## config.mk

```make
export PLATFORM = sky130hd
export DESIGN_NAME = fighterArena
export DESIGN_NICKNAME = d
export VERILOG_FILES = /design/src/logic/gamePkg.sv /design/src/logic/keyPkg.sv /design/src/logic/combatJudge.sv /design/src/logic/fighterArena.sv /design/src/logic/fighterUnit.sv /design/src/logic/keyDecoder.sv
export SDC_FILE = /design/constraint.sdc
export NUM_CORES = 1
export LEC_CHECK = 0
export ABC_AREA = 1
export BUFFER_PORTS_ARGS = -buffer_cell sky130_fd_sc_hd__buf_2
export CORE_ASPECT_RATIO = 0.5
export CORE_MARGIN = 1
export CORE_UTILIZATION = 40
export DETAILED_ROUTE_END_ITERATION = 6
export GPL_ROUTABILITY_DRIVEN = 0
export PLACE_DENSITY = 0.66
export SLEW_MARGIN = 10
export SYNTH_ARGS = -nofsm -noshare
export SYNTH_HDL_FRONTEND = slang
export SYNTH_SLANG_ARGS = --single-unit
```

## constraint.sdc

```tcl
create_clock -name Clk -period 3.9 [get_ports Clk]
set_input_delay 0 -clock Clk [delete_from_list [all_inputs] [get_ports Clk]]
set_output_delay 0 -clock Clk [all_outputs]
set_load 0.02 [all_outputs]
```

## src/logic/gamePkg.sv

```systemverilog
// ================================================
// arena geometry and movement step sizes
// combat reach, damage and health limits
// fighter stance encoding
// ================================================
package gamePkg;

	// ================================================
	// arena
	// ================================================
	localparam int numPlayers = 2;
	localparam logic [9:0] xMin = 10'd16;   // left wall
	localparam logic [9:0] xMax = 10'd600;  // right wall
	// player 0 at 200, player 1 at 400
	localparam logic [numPlayers-1:0][9:0] startX = {10'd400, 10'd200};

	// ================================================
	// movement and combat
	// ================================================
	localparam logic [9:0] walkStep = 10'd2;  // pixels per frame
	localparam logic [5:0] jumpRise = 6'd4;
	localparam logic [3:0] jumpFrames = 4'd8;  // 4 up, 4 down
	localparam logic [3:0] punchFrames = 4'd4;
	localparam logic [9:0] reach = 10'd40;
	localparam logic [9:0] knockStep = 10'd8;

	localparam logic [7:0] healthMax = 8'd128;
	localparam logic [7:0] punchDamage = 8'd16;
	localparam logic [7:0] blockDamage = 8'd4;  // chip damage through a crouch

	typedef enum logic [2:0] {
		stand,
		walk,
		jump,
		crouch,
		punch,
		knockedOut
	} stanceT;

endpackage

```

## src/logic/keyPkg.sv

```systemverilog
// ================================================
// HID keycodes used by both players
// slot count of one host transfer
// ================================================
package keyPkg;

	localparam int keySlots = 4;  // keycodes per transfer

	// usage IDs from the HID keyboard page
	typedef enum logic [7:0] {
		keyNone  = 8'h00,  // empty slot

		// player 0, left side of the keyboard
		keyA     = 8'h04,
		keyD     = 8'h07,
		keyF     = 8'h09,
		keyS     = 8'h16,
		keyW     = 8'h1A,

		// player 1, arrows plus L
		keyL     = 8'h0F,
		keyRight = 8'h4F,
		keyLeft  = 8'h50,
		keyDown  = 8'h51,
		keyUp    = 8'h52
	} keyCodeT;

endpackage

```

## src/logic/combatJudge.sv

```systemverilog
// ================================================
// strike range check, hit and block decision,
// knockback direction, game-over and winner latch
// ================================================
`timescale 1ns/1ps

module combatJudge (
	input  logic Clk,
	input  logic rstN,
	input  logic frameTick,
	input  logic [9:0] posX [gamePkg::numPlayers],
	input  logic [5:0] height [gamePkg::numPlayers],
	input  gamePkg::stanceT stance [gamePkg::numPlayers],
	input  logic strike [gamePkg::numPlayers],
	input  logic ko [gamePkg::numPlayers],
	output logic hit [gamePkg::numPlayers],
	output logic blocked [gamePkg::numPlayers],
	output logic pushLeft [gamePkg::numPlayers],
	output logic gameOver,
	output logic winner
);

	logic [9:0] gap;
	logic inRange;
	logic grounded;  // nobody in the air

	always_comb begin
		gap = (posX[0] >= posX[1]) ? posX[0] - posX[1] : posX[1] - posX[0];
		inRange = (gap <= gamePkg::reach);
		grounded = (height[0] == 6'd0) && (height[1] == 6'd0);
	end

	// ================================================
	// per-tick decisions
	// ================================================
	always_ff @(posedge Clk or negedge rstN) begin
		if (!rstN) begin
			for (int v = 0; v < gamePkg::numPlayers; v++) begin
				hit[v]      <= 1'b0;
				blocked[v]  <= 1'b0;
				pushLeft[v] <= 1'b0;
			end
			gameOver <= 1'b0;
			winner   <= 1'b0;
		end else if (frameTick) begin
			// v is the victim, the other index the attacker
			for (int v = 0; v < gamePkg::numPlayers; v++) begin
				hit[v] <= !gameOver && strike[gamePkg::numPlayers-1-v] && inRange && grounded;
				blocked[v]  <= (stance[v] == gamePkg::crouch);
				pushLeft[v] <= (posX[v] < posX[gamePkg::numPlayers-1-v]);
			end

			// double KO goes to player 0
			if (!gameOver && (ko[0] || ko[1])) begin
				gameOver <= 1'b1;
				winner   <= ko[0] && !ko[1];
			end
		end
	end

endmodule

```

## src/logic/fighterArena.sv

```systemverilog
// ================================================
// top level: key decoder, two fighters, judge
// ================================================
`timescale 1ns/1ps

module fighterArena (
	input  logic Clk,
	input  logic rstN,
	input  logic frameTick,  // one pulse per frame
	input  logic keyReq,
	input  keyPkg::keyCodeT keyCode [keyPkg::keySlots],
	output logic keyAck,
	output logic [9:0] posX [gamePkg::numPlayers],
	output logic [5:0] height [gamePkg::numPlayers],
	output gamePkg::stanceT stance [gamePkg::numPlayers],
	output logic [7:0] health [gamePkg::numPlayers],
	output logic gameOver,
	output logic winner
);

	// decoder to fighters
	logic actLeft [gamePkg::numPlayers];
	logic actRight [gamePkg::numPlayers];
	logic actJump [gamePkg::numPlayers];
	logic actCrouch [gamePkg::numPlayers];
	logic actPunch [gamePkg::numPlayers];

	// fighters and judge
	logic strike [gamePkg::numPlayers];
	logic ko [gamePkg::numPlayers];
	logic hit [gamePkg::numPlayers];
	logic blocked [gamePkg::numPlayers];
	logic pushLeft [gamePkg::numPlayers];

	keyDecoder decoder (
		.Clk      (Clk),
		.rstN     (rstN),
		.keyReq   (keyReq),
		.keyCode  (keyCode),
		.keyAck   (keyAck),
		.actLeft  (actLeft),
		.actRight (actRight),
		.actJump  (actJump),
		.actCrouch(actCrouch),
		.actPunch (actPunch)
	);

	for (genvar i = 0; i < gamePkg::numPlayers; i++) begin : genFighter
		fighterUnit #(.homeX(gamePkg::startX[i])) unit (
			.Clk      (Clk),
			.rstN     (rstN),
			.frameTick(frameTick),
			.actLeft  (actLeft[i]),
			.actRight (actRight[i]),
			.actJump  (actJump[i]),
			.actCrouch(actCrouch[i]),
			.actPunch (actPunch[i]),
			.hit      (hit[i]),
			.blocked  (blocked[i]),
			.pushLeft (pushLeft[i]),
			.gameOver (gameOver),
			.posX     (posX[i]),
			.height   (height[i]),
			.stance   (stance[i]),
			.health   (health[i]),
			.strike   (strike[i]),
			.ko       (ko[i])
		);
	end

	combatJudge judge (
		.Clk      (Clk),
		.rstN     (rstN),
		.frameTick(frameTick),
		.posX     (posX),
		.height   (height),
		.stance   (stance),
		.strike   (strike),
		.ko       (ko),
		.hit      (hit),
		.blocked  (blocked),
		.pushLeft (pushLeft),
		.gameOver (gameOver),
		.winner   (winner)
	);

endmodule

```

## src/logic/fighterUnit.sv

```systemverilog
// ================================================
// one fighter: stance FSM, walk, jump arc,
// knockback and health bookkeeping
// ================================================
`timescale 1ns/1ps

module fighterUnit #(
	parameter logic [9:0] homeX = gamePkg::startX[0]
) (
	input  logic Clk,
	input  logic rstN,
	input  logic frameTick,
	input  logic actLeft,
	input  logic actRight,
	input  logic actJump,
	input  logic actCrouch,
	input  logic actPunch,
	input  logic hit,
	input  logic blocked,
	input  logic pushLeft,
	input  logic gameOver,
	output logic [9:0] posX,
	output logic [5:0] height,
	output gamePkg::stanceT stance,
	output logic [7:0] health,
	output logic strike,
	output logic ko
);

	logic [3:0] frameCnt;  // frames left in jump or punch
	logic moveLeft, moveRight;
	logic idle, startWalk, canWalk;
	logic [9:0] nextX;
	logic [7:0] damage, nextHealth;

	// one step along x, held inside the walls
	function automatic logic [9:0] stepX(input logic [9:0] x, input logic [9:0] step,
			input logic left);
		if (left)
			return (x < gamePkg::xMin + step) ? gamePkg::xMin : x - step;
		else
			return (x + step > gamePkg::xMax) ? gamePkg::xMax : x + step;
	endfunction

	assign strike = (stance == gamePkg::punch) && (frameCnt == gamePkg::punchFrames - 4'd1);
	assign ko = (health == 8'd0);

	always_comb begin
		moveLeft  = actLeft & ~actRight;
		moveRight = actRight & ~actLeft;
		idle = (stance == gamePkg::stand) || (stance == gamePkg::walk)
			|| (stance == gamePkg::crouch);
		// walk loses to punch, jump and crouch
		startWalk = idle && !actPunch && !actJump && !actCrouch && (moveLeft || moveRight);
		canWalk = startWalk || ((stance == gamePkg::jump) && (moveLeft || moveRight));

		nextX = posX;
		if (hit && !blocked)
			nextX = stepX(posX, gamePkg::knockStep, pushLeft);  // knockback beats walking
		else if (canWalk)
			nextX = stepX(posX, gamePkg::walkStep, moveLeft);

		damage = blocked ? gamePkg::blockDamage : gamePkg::punchDamage;
		nextHealth = (health > damage) ? health - damage : 8'd0;  // saturate at 0
	end

	// ================================================
	// frame update
	// ================================================
	always_ff @(posedge Clk or negedge rstN) begin
		if (!rstN) begin
			posX     <= homeX;
			height   <= '0;
			stance   <= gamePkg::stand;
			health   <= gamePkg::healthMax;
			frameCnt <= '0;
		end else if (frameTick && stance != gamePkg::knockedOut && !gameOver) begin
			if (ko) begin
				stance <= gamePkg::knockedOut;
				height <= '0;  // drops to the floor
			end else begin
				if (hit)
					health <= nextHealth;
				posX <= nextX;

				case (stance)
					gamePkg::jump: begin
						if (frameCnt > (gamePkg::jumpFrames >> 1)) begin
							height <= height + gamePkg::jumpRise;  // rising half
						end else if (height <= gamePkg::jumpRise) begin
							height <= '0;
							stance <= gamePkg::stand;  // landed
						end else begin
							height <= height - gamePkg::jumpRise;
						end
						frameCnt <= frameCnt - 4'd1;
					end
					gamePkg::punch: begin
						if (frameCnt == 4'd0)
							stance <= gamePkg::stand;
						else
							frameCnt <= frameCnt - 4'd1;
					end
					default: begin
						// idle, pick the next action
						if (actPunch) begin
							stance   <= gamePkg::punch;
							frameCnt <= gamePkg::punchFrames - 4'd1;
						end else if (actJump) begin
							stance   <= gamePkg::jump;
							frameCnt <= gamePkg::jumpFrames - 4'd1;
							height   <= gamePkg::jumpRise;
						end else if (actCrouch) begin
							stance <= gamePkg::crouch;
						end else if (startWalk) begin
							stance <= gamePkg::walk;
						end else begin
							stance <= gamePkg::stand;
						end
					end
				endcase
			end
		end
	end

endmodule

```

## src/logic/keyDecoder.sv

```systemverilog
// ================================================
// four-phase req/ack capture of the host keycodes
// decode into held per-player action levels
// ================================================
`timescale 1ns/1ps

module keyDecoder (
	input  logic Clk,
	input  logic rstN,
	input  logic keyReq,
	input  keyPkg::keyCodeT keyCode [keyPkg::keySlots],
	output logic keyAck,
	output logic actLeft [gamePkg::numPlayers],
	output logic actRight [gamePkg::numPlayers],
	output logic actJump [gamePkg::numPlayers],
	output logic actCrouch [gamePkg::numPlayers],
	output logic actPunch [gamePkg::numPlayers]
);

	typedef enum logic {hsIdle, hsAcked} hsStateT;

	hsStateT state;
	logic capture;
	logic seenLeft [gamePkg::numPlayers];
	logic seenRight [gamePkg::numPlayers];
	logic seenJump [gamePkg::numPlayers];
	logic seenCrouch [gamePkg::numPlayers];
	logic seenPunch [gamePkg::numPlayers];

	// true if any slot carries the code
	function automatic logic hasKey(input keyPkg::keyCodeT slots [keyPkg::keySlots],
			input keyPkg::keyCodeT code);
		logic found;
		found = 1'b0;
		for (int s = 0; s < keyPkg::keySlots; s++) begin
			if (slots[s] == code)
				found = 1'b1;
		end
		return found;
	endfunction

	assign capture = (state == hsIdle) && keyReq;
	assign keyAck = (state == hsAcked);

	always_comb begin
		seenLeft[0]   = hasKey(keyCode, keyPkg::keyA);
		seenRight[0]  = hasKey(keyCode, keyPkg::keyD);
		seenJump[0]   = hasKey(keyCode, keyPkg::keyW);
		seenCrouch[0] = hasKey(keyCode, keyPkg::keyS);
		seenPunch[0]  = hasKey(keyCode, keyPkg::keyF);
		seenLeft[1]   = hasKey(keyCode, keyPkg::keyLeft);
		seenRight[1]  = hasKey(keyCode, keyPkg::keyRight);
		seenJump[1]   = hasKey(keyCode, keyPkg::keyUp);
		seenCrouch[1] = hasKey(keyCode, keyPkg::keyDown);
		seenPunch[1]  = hasKey(keyCode, keyPkg::keyL);
	end

	always_ff @(posedge Clk or negedge rstN) begin
		if (!rstN) begin
			state <= hsIdle;
			for (int p = 0; p < gamePkg::numPlayers; p++) begin
				actLeft[p]   <= 1'b0;
				actRight[p]  <= 1'b0;
				actJump[p]   <= 1'b0;
				actCrouch[p] <= 1'b0;
				actPunch[p]  <= 1'b0;
			end
		end else begin
			if (capture) begin
				state <= hsAcked;  // ack rises with the capture
				for (int p = 0; p < gamePkg::numPlayers; p++) begin
					// opposite directions cancel
					actLeft[p]   <= seenLeft[p] & ~seenRight[p];
					actRight[p]  <= seenRight[p] & ~seenLeft[p];
					actJump[p]   <= seenJump[p];
					actCrouch[p] <= seenCrouch[p];
					actPunch[p]  <= seenPunch[p];
				end
			end else if (state == hsAcked && !keyReq) begin
				state <= hsIdle;
			end
		end
	end

endmodule

```

==> results of run 1 <==
## registers in the layout (all words and copies together) (netlist names), 2 cells and up
name                      cells
decoder.actLeft               2
genFighter.unit.health       12
decoder.actJump               2
genFighter.unit.posX         18
judge.blocked                 2
genFighter.unit.stance        6
decoder.actRight              2
judge.hit                     2
genFighter.unit.frameCnt      8
judge.pushLeft                2
genFighter.unit.height        8
decoder.actPunch              2
decoder.actCrouch             2
## layer usage
layer  wire, um  vias up
li1           -     3980
met1       9700     3535
met2       9470      330
met3       1610       43
met4        473        0
met5          0        -
## metrics by stage
stage / power (mW) / cells / util [%] / hold slack (ps)
finish: 1.92 / 1533 / 46.1 / 16.2
global route: 2.01 / 1533 / 46.1 / 37.6
CTS: 1.94 / 1533 / 46.1 / 2.96
detailed placement: 1.01 / 1515 / 44.3 / 206
global placement: 1.00 / 1515 / 44.3 / 202
floorplan: 0.932 / 1200 / - / -296
## cell families after synthesis
logic type | count (synthesis) | synth area share, %
AND/OR/NAND/NOR | 655 | 38.6
flip-flops | 71 | 23.5
other | 1 | 0.0492
adder cells (fa/ha/maj) | 53 | 8.91
multiplexers | 2 | 0.263
XOR/XNOR | 35 | 4.03
buffers and inverters | 215 | 12.1
AO/OA/AOI/OAI | 157 | 12.6
## cell usage after synthesis, drive strengths merged (2+ instances only)
library cell / instances / area share [%]
nand2: 347 / 18
inv: 186 / 9.3
nor2: 144 / 7.9
nand3: 100 / 7.0
dfrtp: 63 / 21
o21ai: 61 / 4.1
ha: 51 / 8.4
a21oi: 49 / 3.3
nor3: 27 / 2.2
xor2: 27 / 3.1
nand4: 26 / 2.3
buf: 22 / 2.3
a31oi: 12 / 1.6
dfstp: 8 / 2.8
o211ai: 8 / 0.92
o22ai: 8 / 0.66
xnor2: 8 / 0.92
clkbuf: 4 / 0.20
o2111ai: 4 / 0.46
or2: 4 / 0.33
nand3b: 3 / 0.46
o21a: 3 / 0.30
a22oi: 2 / 0.20
clkinv: 2 / 0.13
fa: 2 / 0.53
mux2i: 2 / 0.26
nor3b: 2 / 0.33
o31ai: 2 / 0.20
o41ai: 2 / 0.23
## how the worst max path moves through the flow
stage	to	cells past startpoint	slack, ps
after floorplan	judge.hit[1]	17	1730
after global placement	judge.hit[0]	14	1470
after detailed placement	judge.hit[1]	14	1400
after CTS	judge.hit[1]	14	1380
after global routing	judge.hit[1]	14	1090
final	judge.hit[1]	14	1320
## final cells by class
type | count | area (um^2) | share of cell area (%)
Tap cell | 259 | 324 | 3.79
Timing Repair Buffer | 84 | 433 | 5.07
Sequential cell | 71 | 1790 | 20.9
Multi-Input combinational cell | 914 | 4950 | 57.9
Inverter | 189 | 733 | 8.58
Clock buffer | 10 | 229 | 2.68
Clock inverter | 6 | 93.8 | 1.10
## critical path: stages (launching register included)
cell                       delay [ps]
sky130_fd_sc_hd__dfrtp_1          640
sky130_fd_sc_hd__bufinv_8         290
sky130_fd_sc_hd__ha_1             410
sky130_fd_sc_hd__nand2_1          140
sky130_fd_sc_hd__nor2_1           210
sky130_fd_sc_hd__nand3_1          130
sky130_fd_sc_hd__nand2_1           90
sky130_fd_sc_hd__nand2_1           50
sky130_fd_sc_hd__nand2_1           60
sky130_fd_sc_hd__nand3_1           80
sky130_fd_sc_hd__nor2_1            90
sky130_fd_sc_hd__nand2_1           60
sky130_fd_sc_hd__nand2_1          150
sky130_fd_sc_hd__nand2_1           70
sky130_fd_sc_hd__nand2_1           60
## timing repair
action | CTS | global route
hold buffers | 2 | 0
buffers inserted | 0 | 0
hold endpoints to repair | 64 | 0
## report_power, final
group / leakage [nW] / switching (mW) / total, mW / internal, mW
Sequential: 0.817 / 0.0186 / 0.777 / 0.758
Clock: 0.154 / 0.363 / 0.930 / 0.567
Combinational: 3.52 / 0.148 / 0.217 / 0.0691
Total: 4.49 / 0.529 / 1.92 / 1.39
==> metrics.cfg, run 1 <==
[global_route]
grt_first_pass_wirelength_mm = 35.5
grt_max_degree = 72
groute.layer.met3.usage_pct = 3.49
grt_overflow = 0
initial_antenna_violation_count = 0
grt_util_met2_pct = 36.6
grt_pass1_vias = 7281
grt.total_usage_pct = 22.3
global_route.usage.met1_pct = 30.3
gr-max-usage-layer = met2

[drt]
residual_drc = 0
routedWlPerCell_um = 13.9
detail_route.vias_per_cell = 5.15
total_wirelength_of_the_detailed_routed_design_mm = 21.3
routed-via-count = 7888
drt_pre_antenna_iters = 5
dr.first_iter.drc_count = 556
antenna_left = 0

[timing]
layout_min_cycle_time_ps = 2580
relSlewSlack_pct = 37.3
timing.final.ws_setup_ps = 1320
fin_tns_setup_ps = 0
finalHoldViolations = 0
rsz0062_at_grt = no
timing.final.crit_share_pct = 66.1
clock.fmax_mhz = 388
worst_tran_pin_value_ps = 941
final-setup-viol-count = 0
finClkSkew_ps = 11.5
report.final.slew_viol_count = 0

[critical_path]
critPathArrivalTime_ps = 2870
critical_path.startpoint = genFighter[1].unit.posX[5]
worst_ep_required_time_ps = 4190
critical_path.startpoint_type = register
timing.setup.critical_path_class = reg -> reg
setup.worst_path.end_class = register
register_to_register_setup_slack_ps = 1320
worstRegToRegCells = 14
r2r-end = judge.hit[1]
worst-path-max-fanout = 13
worst_r2r_startpoint = genFighter[1].unit.posX[5]

[finish]
antenna_diode_instance_count = 0
final_nets = 1358
layout.cells.most_common = sky130_fd_sc_hd__nand2_1
area_growth_pct = 12.2
fraction_of_final_layout_cells_sized_beyond_drive_strength_1_pct = 15.1
final.fill_count = 1961
mostFrequentLayoutCells = 330 x sky130_fd_sc_hd__nand2_1, 163 x sky130_fd_sc_hd__inv_1, 125 x sky130_fd_sc_hd__nor2_1
design_area_um2 = 8550

[clock_network]
post_cts_resized = 0
worstSkewPairLatency_ps = 350
max_buffers_root_to_sink = 2
cts.root.buffer_cell = sky130_fd_sc_hd__clkbuf_16
htreeDepth = 3
clkTransAtPathRegs_ps = 70
numCtsBuffers = 9
numClockSinks = 71
cts_tree = built

[status]
run_status = complete, no violations

[hold_path]
min-delay-path-class = in -> reg
whs_path_depth = 3
hold_path_startpoint = keyReq
hold-path-endpoint = decoder.keyAck

[flow_run]
drv_cap = 0

[placement]
place.port_buffers = 82
place_hpwl_mm = 16.8
total_cell_area_at_the_placement_stage_um2 = 8200
dp_worst_setup_slack_ps = 1400

[die]
die_height_um = 99.6
die_area_um2 = 19600
starting_utilization_of_the_core_area_pct = 41.1
floorplan.rows = 35
die_w_um = 197
io_pins = 93
floorplan.core_area_um2 = 18500

[synthesis]
synth-seq-area-share_pct = 23.5
synth_area_per_cell_um2 = 6.40
synth-main-ff-cell = sky130_fd_sc_hd__dfrtp_1
async_reset_ff_share_pct = 100
post_synth_instance_area_um2 = 7610
gate_count_after_technology_mapping = 1189
count_of_warnings_emitted_by_yosys = 0
yosys.cell_types.count = 59
number_of_enable_type_register_cells_in_the_synthesized_netlist = 0
synth-seq-cells = 71

[pwr]
power.density_nw_per_um2 = 225
worst_ir_drop_vdd_v = 0.000260
p_leak_nw = 4.49

No activity file was read; power rests on OpenSTA's default activity.
==> run 2: changes to the inputs <==
- clock period: 3.9 -> 2.39 ns (I/O delays scaled with it)
==> run 2 against run 1 <==
Compared with the run above:
- maximum frequency up 17%
- clock-buffer cell count rose by 1
- non-clock buffer count increased by 19
- worst setup slack got worse by 1100 ps
- combinational power rose by 69%
- clock power is 58% higher
- sequential share of layout area decreased by 0.36 points
- critical path type unchanged
- critical endpoint unchanged
==> metrics.cfg, run 2 (synthesized netlist as in run 1, its figures left out) <==
[clock_network]
cts.root.buffer_cell = sky130_fd_sc_hd__clkbuf_16
numClockSinks = 71  ; unchanged
cts_tree = built
htreeDepth = 3  ; unchanged
numCtsBuffers = 9  ; unchanged
max_buffers_root_to_sink = 2  ; unchanged
worstSkewPairLatency_ps = 340  ; about the same
clkTransAtPathRegs_ps = 60  ; about the same

[finish]
largest_register_ff_count = 18  ; unchanged
fraction_of_final_layout_cells_sized_beyond_drive_strength_1_pct = 16.6  ; +1.5 points
layout.cells.most_common = sky130_fd_sc_hd__nand2_1
mostFrequentLayoutCells = 330 x sky130_fd_sc_hd__nand2_1, 163 x sky130_fd_sc_hd__inv_1, 124 x sky130_fd_sc_hd__nor2_1
final_nets = 1377  ; +1.4%
reg.largest.list = genFighter.unit.posX x18, genFighter.unit.health x12
antenna_diode_instance_count = 0  ; unchanged
largest_reg_by_ff_count = genFighter.unit.posX
area_growth_pct = 14.3

[drt]
detail_route.vias_per_cell = 5.17  ; +0.40%
routed-via-count = 8018  ; +1.6%
drt_pre_antenna_iters = 5  ; unchanged
routedWlPerCell_um = 13.8  ; -0.17%
total_wirelength_of_the_detailed_routed_design_mm = 21.5  ; +1.1%
residual_drc = 0  ; unchanged
dr.first_iter.drc_count = 667  ; +20%
antenna_left = 0  ; unchanged

[global_route]
initial_antenna_violation_count = 0  ; unchanged
grt_pass1_vias = 7350  ; +0.95%
grt_max_degree = 72  ; unchanged
grt_first_pass_wirelength_mm = 35.3  ; -0.54%
grt_overflow = 0  ; unchanged
grt.total_usage_pct = 22.1  ; -0.24 points

[die]
starting_utilization_of_the_core_area_pct = 41.1  ; unchanged
floorplan.rows = 35  ; unchanged
die_area_um2 = 19600  ; unchanged
die_w_um = 197  ; unchanged
floorplan.core_area_um2 = 18500  ; unchanged
die_height_um = 99.6  ; unchanged
io_pins = 93  ; unchanged

[placement]
place_hpwl_mm = 17.1  ; +1.5%
dp_worst_setup_slack_ps = 185  ; -1210 ps
place.port_buffers = 82  ; unchanged

[pwr]
power.density_nw_per_um2 = 357  ; +59%
worst_ir_drop_vdd_v = 0.000316  ; +22%
p_leak_nw = 4.59  ; +2.2%
total_power_mw = 3.10  ; +61%

[timing]
timing.final.ws_setup_ps = 189  ; -1130 ps
finClkSkew_ps = 8.25  ; -3.27 ps
finalHoldViolations = 0  ; unchanged
relSlewSlack_pct = 36.2  ; -1.0 points
worst_hold_slack_ps = 18.5  ; +2.22 ps
worst_tran_pin_value_ps = 957  ; +15.7 ps
final-setup-viol-count = 0  ; unchanged
report.final.slew_viol_count = 0  ; unchanged
rsz0062_at_grt = no
timing.final.crit_share_pct = 92.1  ; +26 points
layout_min_cycle_time_ps = 2200  ; -376 ps
fin_tns_setup_ps = 0  ; unchanged
clock.fmax_mhz = 454  ; +17%

[critical_path]
worstPathCellList = inv_1 -> ha_1 -> nand2_1 -> nand2_1 -> a21oi_1 -> nand3_1 -> nand2_1 -> nand3_1 -> nor2_1 -> nand2_1 -> nand2_1 -> nand2_1 -> nand2_1
register_to_register_setup_slack_ps = 190  ; -1130 ps
critical_path_buf_inv_count = 1  ; unchanged
worst_ep_required_time_ps = 2670  ; -1520 ps
critPathArrivalTime_ps = 2480  ; -390 ps
critical_path.startpoint_type = register
path_common_cell = sky130_fd_sc_hd__nand2_1
timing.critical_path.slowest_cell_delay_ps = 620  ; -20 ps
cp_top_family = simple AND/OR/NAND/NOR gates
setup.worst_path.end_class = register
worst-path-max-fanout = 10  ; -3
timing.setup.critical_path_class = reg -> reg
worst_path_max_delay_cell = sky130_fd_sc_hd__dfrtp_1

[hold_path]
min-delay-path-class = in -> reg

[status]
run_status = complete, no violations

[flow_run]
drv_cap = 0  ; unchanged

run 2: cell types whose count changed in the layout (fill, tap and decap cells not counted), sizes merged:
cell / delta
buf: +19
clkbuf: +1
clkinv: +1
clkinvlp: -1
inv: -1
run 2: per-stage QoR:
stage                     util (%)  area (um^2)  cells
after floorplan                  -         7660   1200
after global placement        45.1         8350   1534
after detailed placement      45.1         8350   1534
after CTS                     46.9         8680   1552
after global routing          47.0         8700   1552
final                         47.0         8700   1552
run 2: where the power goes:
| group | leakage [nW] | internal (mW) | switching [mW] |
|---|---|---|---|
| clock | 0.154 | 0.919 | 0.550 |
| sequential | 0.815 | 1.24 | 0.0315 |
| combinational | 3.62 | 0.116 | 0.250 |
run 2: routing by layer:
layer / GRT usage [%] / share of wire, %
met1: 30.2 / 46
met4: 5.55 / 1.7
met2: 36.4 / 45
met3: 3.66 / 7.7
met5: 0 / 0
run 2: path summary, 6_finish.rpt:
check                                      startpoint                            to  cells after the start
max in group asynchronous                        rstN    genFighter[0].unit.posX[1]                      2
setup reg to reg           genFighter[0].unit.posX[4]                  judge.hit[1]                     13
hold / removal                            keyCode[13]          decoder.actCrouch[0]                      4
hold reg to reg                        judge.gameOver                judge.gameOver                      2
min in group asynchronous                        rstN  genFighter[0].unit.health[6]                      2
setup / recovery           genFighter[0].unit.posX[4]                  judge.hit[1]                     13
run 2: cell type report:
| cell class | instances | area [um^2] |
|---|---|---|
| multi-input combinational | 914 | 4960 |
| timing repair buffer | 103 | 576 |
| clock inverter | 5 | 82.6 |
| tap | 259 | 324 |
| fill | 1891 | 9820 |
| inverter | 189 | 733 |
| sequential | 71 | 1790 |
| clock buffer | 11 | 233 |
run 2: what timing repair did:
action	CTS	global route
setup endpoints to repair	0	2
hold buffers	2	0
hold endpoints to repair	64	0
buffers inserted	0	0
gates resized for setup	0	5
run 2: worst register-to-register path, delay by kind of cell (launching register included):
family | cells | cell delay (ps)
AOI/OAI and AO/OA | 1 | 200
DFF | 1 | 620
buffers and inverters | 1 | 260
and+or+nand+nor | 10 | 790
adders and majority gates | 1 | 280
==> run 3: changes to the inputs <==
- CORE_UTILIZATION: 40 -> 44
- PLACE_DENSITY: 0.66 -> 0.71
==> run 3 against run 2 <==
Compared with the run above:
- register-to-register slack about the same
- clock power about the same
- worst setup slack worse by 2.2 ps
- power up 0.45%
- non-clock buffer count unchanged
- clock skew about the same
- hold slack better by 4.8 ps
- combinational power down 2%
- maximum frequency about the same
- critical endpoint unchanged
- highest routed layer unchanged
==> metrics.cfg, run 3 (synthesized netlist as in run 1, its figures left out) <==
[pwr]
worst_ir_drop_vdd_v = 0.000361  ; +14%
p_leak_nw = 4.59  ; about the same
power.density_nw_per_um2 = 359  ; +0.61%
total_power_mw = 3.12  ; +0.45%

[critical_path]
worst-path-max-fanout = 10  ; unchanged
setup.worst_path.end_class = register
timing.setup.critical_path_class = reg -> reg
worst_ep_required_time_ps = 2670  ; about the same
worstRegToRegCells = 13  ; unchanged
critical_path.startpoint_type = register
worst_r2r_startpoint = genFighter[0].unit.posX[4]
register_to_register_setup_slack_ps = 190  ; about the same
critPathArrivalTime_ps = 2480  ; about the same
r2r-end = judge.hit[1]

[finish]
multiInputGateArea_um2 = 4980  ; +0.33%
final_nets = 1377  ; unchanged
largest_reg_by_ff_count = genFighter.unit.posX
utilization_pct = 52.2  ; +5.2 points
layout.cells.most_common = sky130_fd_sc_hd__nand2_1
regArea_um2 = 1790  ; +0.14%
largest_register_ff_count = 18  ; unchanged
antenna_diode_instance_count = 0  ; unchanged
fraction_of_final_layout_cells_sized_beyond_drive_strength_1_pct = 17.2  ; +0.62 points
design_area_um2 = 8690  ; -0.16%
reg.largest.list = genFighter.unit.posX x18, genFighter.unit.health x12
area_growth_pct = 14.1
final.fill_count = 1661  ; -12%
mostFrequentLayoutCells = 330 x sky130_fd_sc_hd__nand2_1, 163 x sky130_fd_sc_hd__inv_1, 123 x sky130_fd_sc_hd__nor2_1

[die]
floorplan.core_area_um2 = 16600  ; -10%
floorplan.rows = 33  ; -5.7%
die_w_um = 188  ; -4.6%
die_height_um = 95.0  ; -4.6%
starting_utilization_of_the_core_area_pct = 45.8  ; +4.7 points
die_area_um2 = 17900  ; -9.0%
io_pins = 93  ; unchanged

[timing]
timing.final.crit_share_pct = 92.2  ; about the same
rsz0062_at_grt = no
fin_tns_setup_ps = 0  ; unchanged
finClkSkew_ps = 7.96  ; -0.288 ps
relSlewSlack_pct = 37.5  ; +1.2 points
report.final.slew_viol_count = 0  ; unchanged
layout_min_cycle_time_ps = 2200  ; +2.19 ps
clock.fmax_mhz = 454  ; about the same
final-setup-viol-count = 0  ; unchanged
worst_tran_pin_value_ps = 938  ; -18.7 ps
finalHoldViolations = 0  ; unchanged

[clock_network]
max_buffers_root_to_sink = 2  ; unchanged
numClockSinks = 71  ; unchanged
cts.root.buffer_cell = sky130_fd_sc_hd__clkbuf_16
worstSkewPairLatency_ps = 340  ; about the same
htreeDepth = 3  ; unchanged
numCtsBuffers = 9  ; unchanged
clkTransAtPathRegs_ps = 60  ; about the same
cts_tree = built

[global_route]
grt_overflow = 0  ; unchanged
grt.total_usage_pct = 24.6  ; +2.5 points
grt_first_pass_wirelength_mm = 35.9  ; +1.6%
grt_pass1_vias = 7461  ; +1.5%
initial_antenna_violation_count = 0  ; unchanged
grt_max_degree = 72  ; unchanged

[placement]
place.port_buffers = 82  ; unchanged
place_hpwl_mm = 16.7  ; -2.1%
total_cell_area_at_the_placement_stage_um2 = 8270  ; -0.93%

[drt]
drt_pre_antenna_iters = 5  ; unchanged
total_wirelength_of_the_detailed_routed_design_mm = 21.3  ; -1.1%
antenna_left = 0  ; unchanged
residual_drc = 0  ; unchanged
routed-via-count = 8038  ; +0.25%
routedWlPerCell_um = 14.0  ; +1.0%
detail_route.vias_per_cell = 5.29  ; +2.4%
dr.first_iter.drc_count = 633  ; -5.1%

[hold_path]
hold-path-endpoint = decoder.actCrouch[0]
min-delay-path-class = in -> reg
whs_path_depth = 4  ; unchanged
hold_path_startpoint = keyCode[10]

[flow_run]
drv_cap = 0  ; unchanged

[status]
run_status = complete, no violations

run 3: cell types whose count changed in the layout (fill, tap and decap cells not counted), moves of 2 or more:
cell | before | now
sky130_fd_sc_hd__ha_2 | 1 | 5
sky130_fd_sc_hd__ha_1 | 49 | 45
sky130_fd_sc_hd__dfrtp_1 | 62 | 60
sky130_fd_sc_hd__dfrtp_2 | 1 | 3
run 3: layout make-up:
type,count,area share [%]
Clock buffer,10,2.64
Clock inverter,6,1.05
Inverter,189,8.44
Multi-Input combinational cell,914,57.3
Sequential cell,71,20.6
Tap cell,227,3.27
Timing Repair Buffer,103,6.65
run 3: timing repair:
item                                    CTS  global route
buffers inserted                          0             4
hold buffers                              3             0
endpoints found under the setup margin    0             2
endpoints found under the hold margin    65             0
gates resized for setup                   0            13
run 3: worst max-delay path: stages (launching register included):
cell and delay (ps):
sky130_fd_sc_hd__dfrtp_1 610, sky130_fd_sc_hd__inv_1 250, sky130_fd_sc_hd__ha_1 270, sky130_fd_sc_hd__a21oi_1 160, sky130_fd_sc_hd__nand3_1 150, sky130_fd_sc_hd__nand2_1 110, sky130_fd_sc_hd__nand3_1 80, sky130_fd_sc_hd__nand2_1 90
sky130_fd_sc_hd__inv_1 40, sky130_fd_sc_hd__nor2_1 90, sky130_fd_sc_hd__nand2_1 50, sky130_fd_sc_hd__nand2_1 130, sky130_fd_sc_hd__nand2_1 70, sky130_fd_sc_hd__nand2_1 60
run 3: report_power, final:
group          switching, mW  total (mW)  internal [mW]
clock                  0.568        1.49          0.923
combinational          0.245       0.359          0.114
sequential            0.0311        1.27           1.24
total                  0.844        3.12           2.27
run 3: worst max-delay path by stage:
stage / slack, ps / endpoint / start
finish: 190 / judge.hit[1] / genFighter[0].unit.posX[4]
global route: 6 / judge.hit[1] / genFighter[1].unit.posX[7]
CTS: 170 / judge.hit[1] / genFighter[1].unit.posX[7]
detailed placement: 190 / judge.hit[1] / genFighter[1].unit.posX[4]
global placement: 220 / judge.hit[1] / genFighter[1].unit.posX[7]
floorplan: 220 / judge.hit[1] / genFighter[1].unit.posX[4]
run 3: stage by stage:
stage	worst slack (ps)	cells	hold WS, ps
finish	187	1520	23.2
global route	5.72	1520	39.7
CTS	170	1516	12.4
detailed placement	190	1497	212
global placement	223	1497	206
floorplan	221	1200	-296
run 3: per-layer routing:
layer	GRT usage, %	share of wire [%]
met1	33.3	47
met2	40.6	43
met3	4.71	7.8
met4	5.83	1.8
met5	0	0
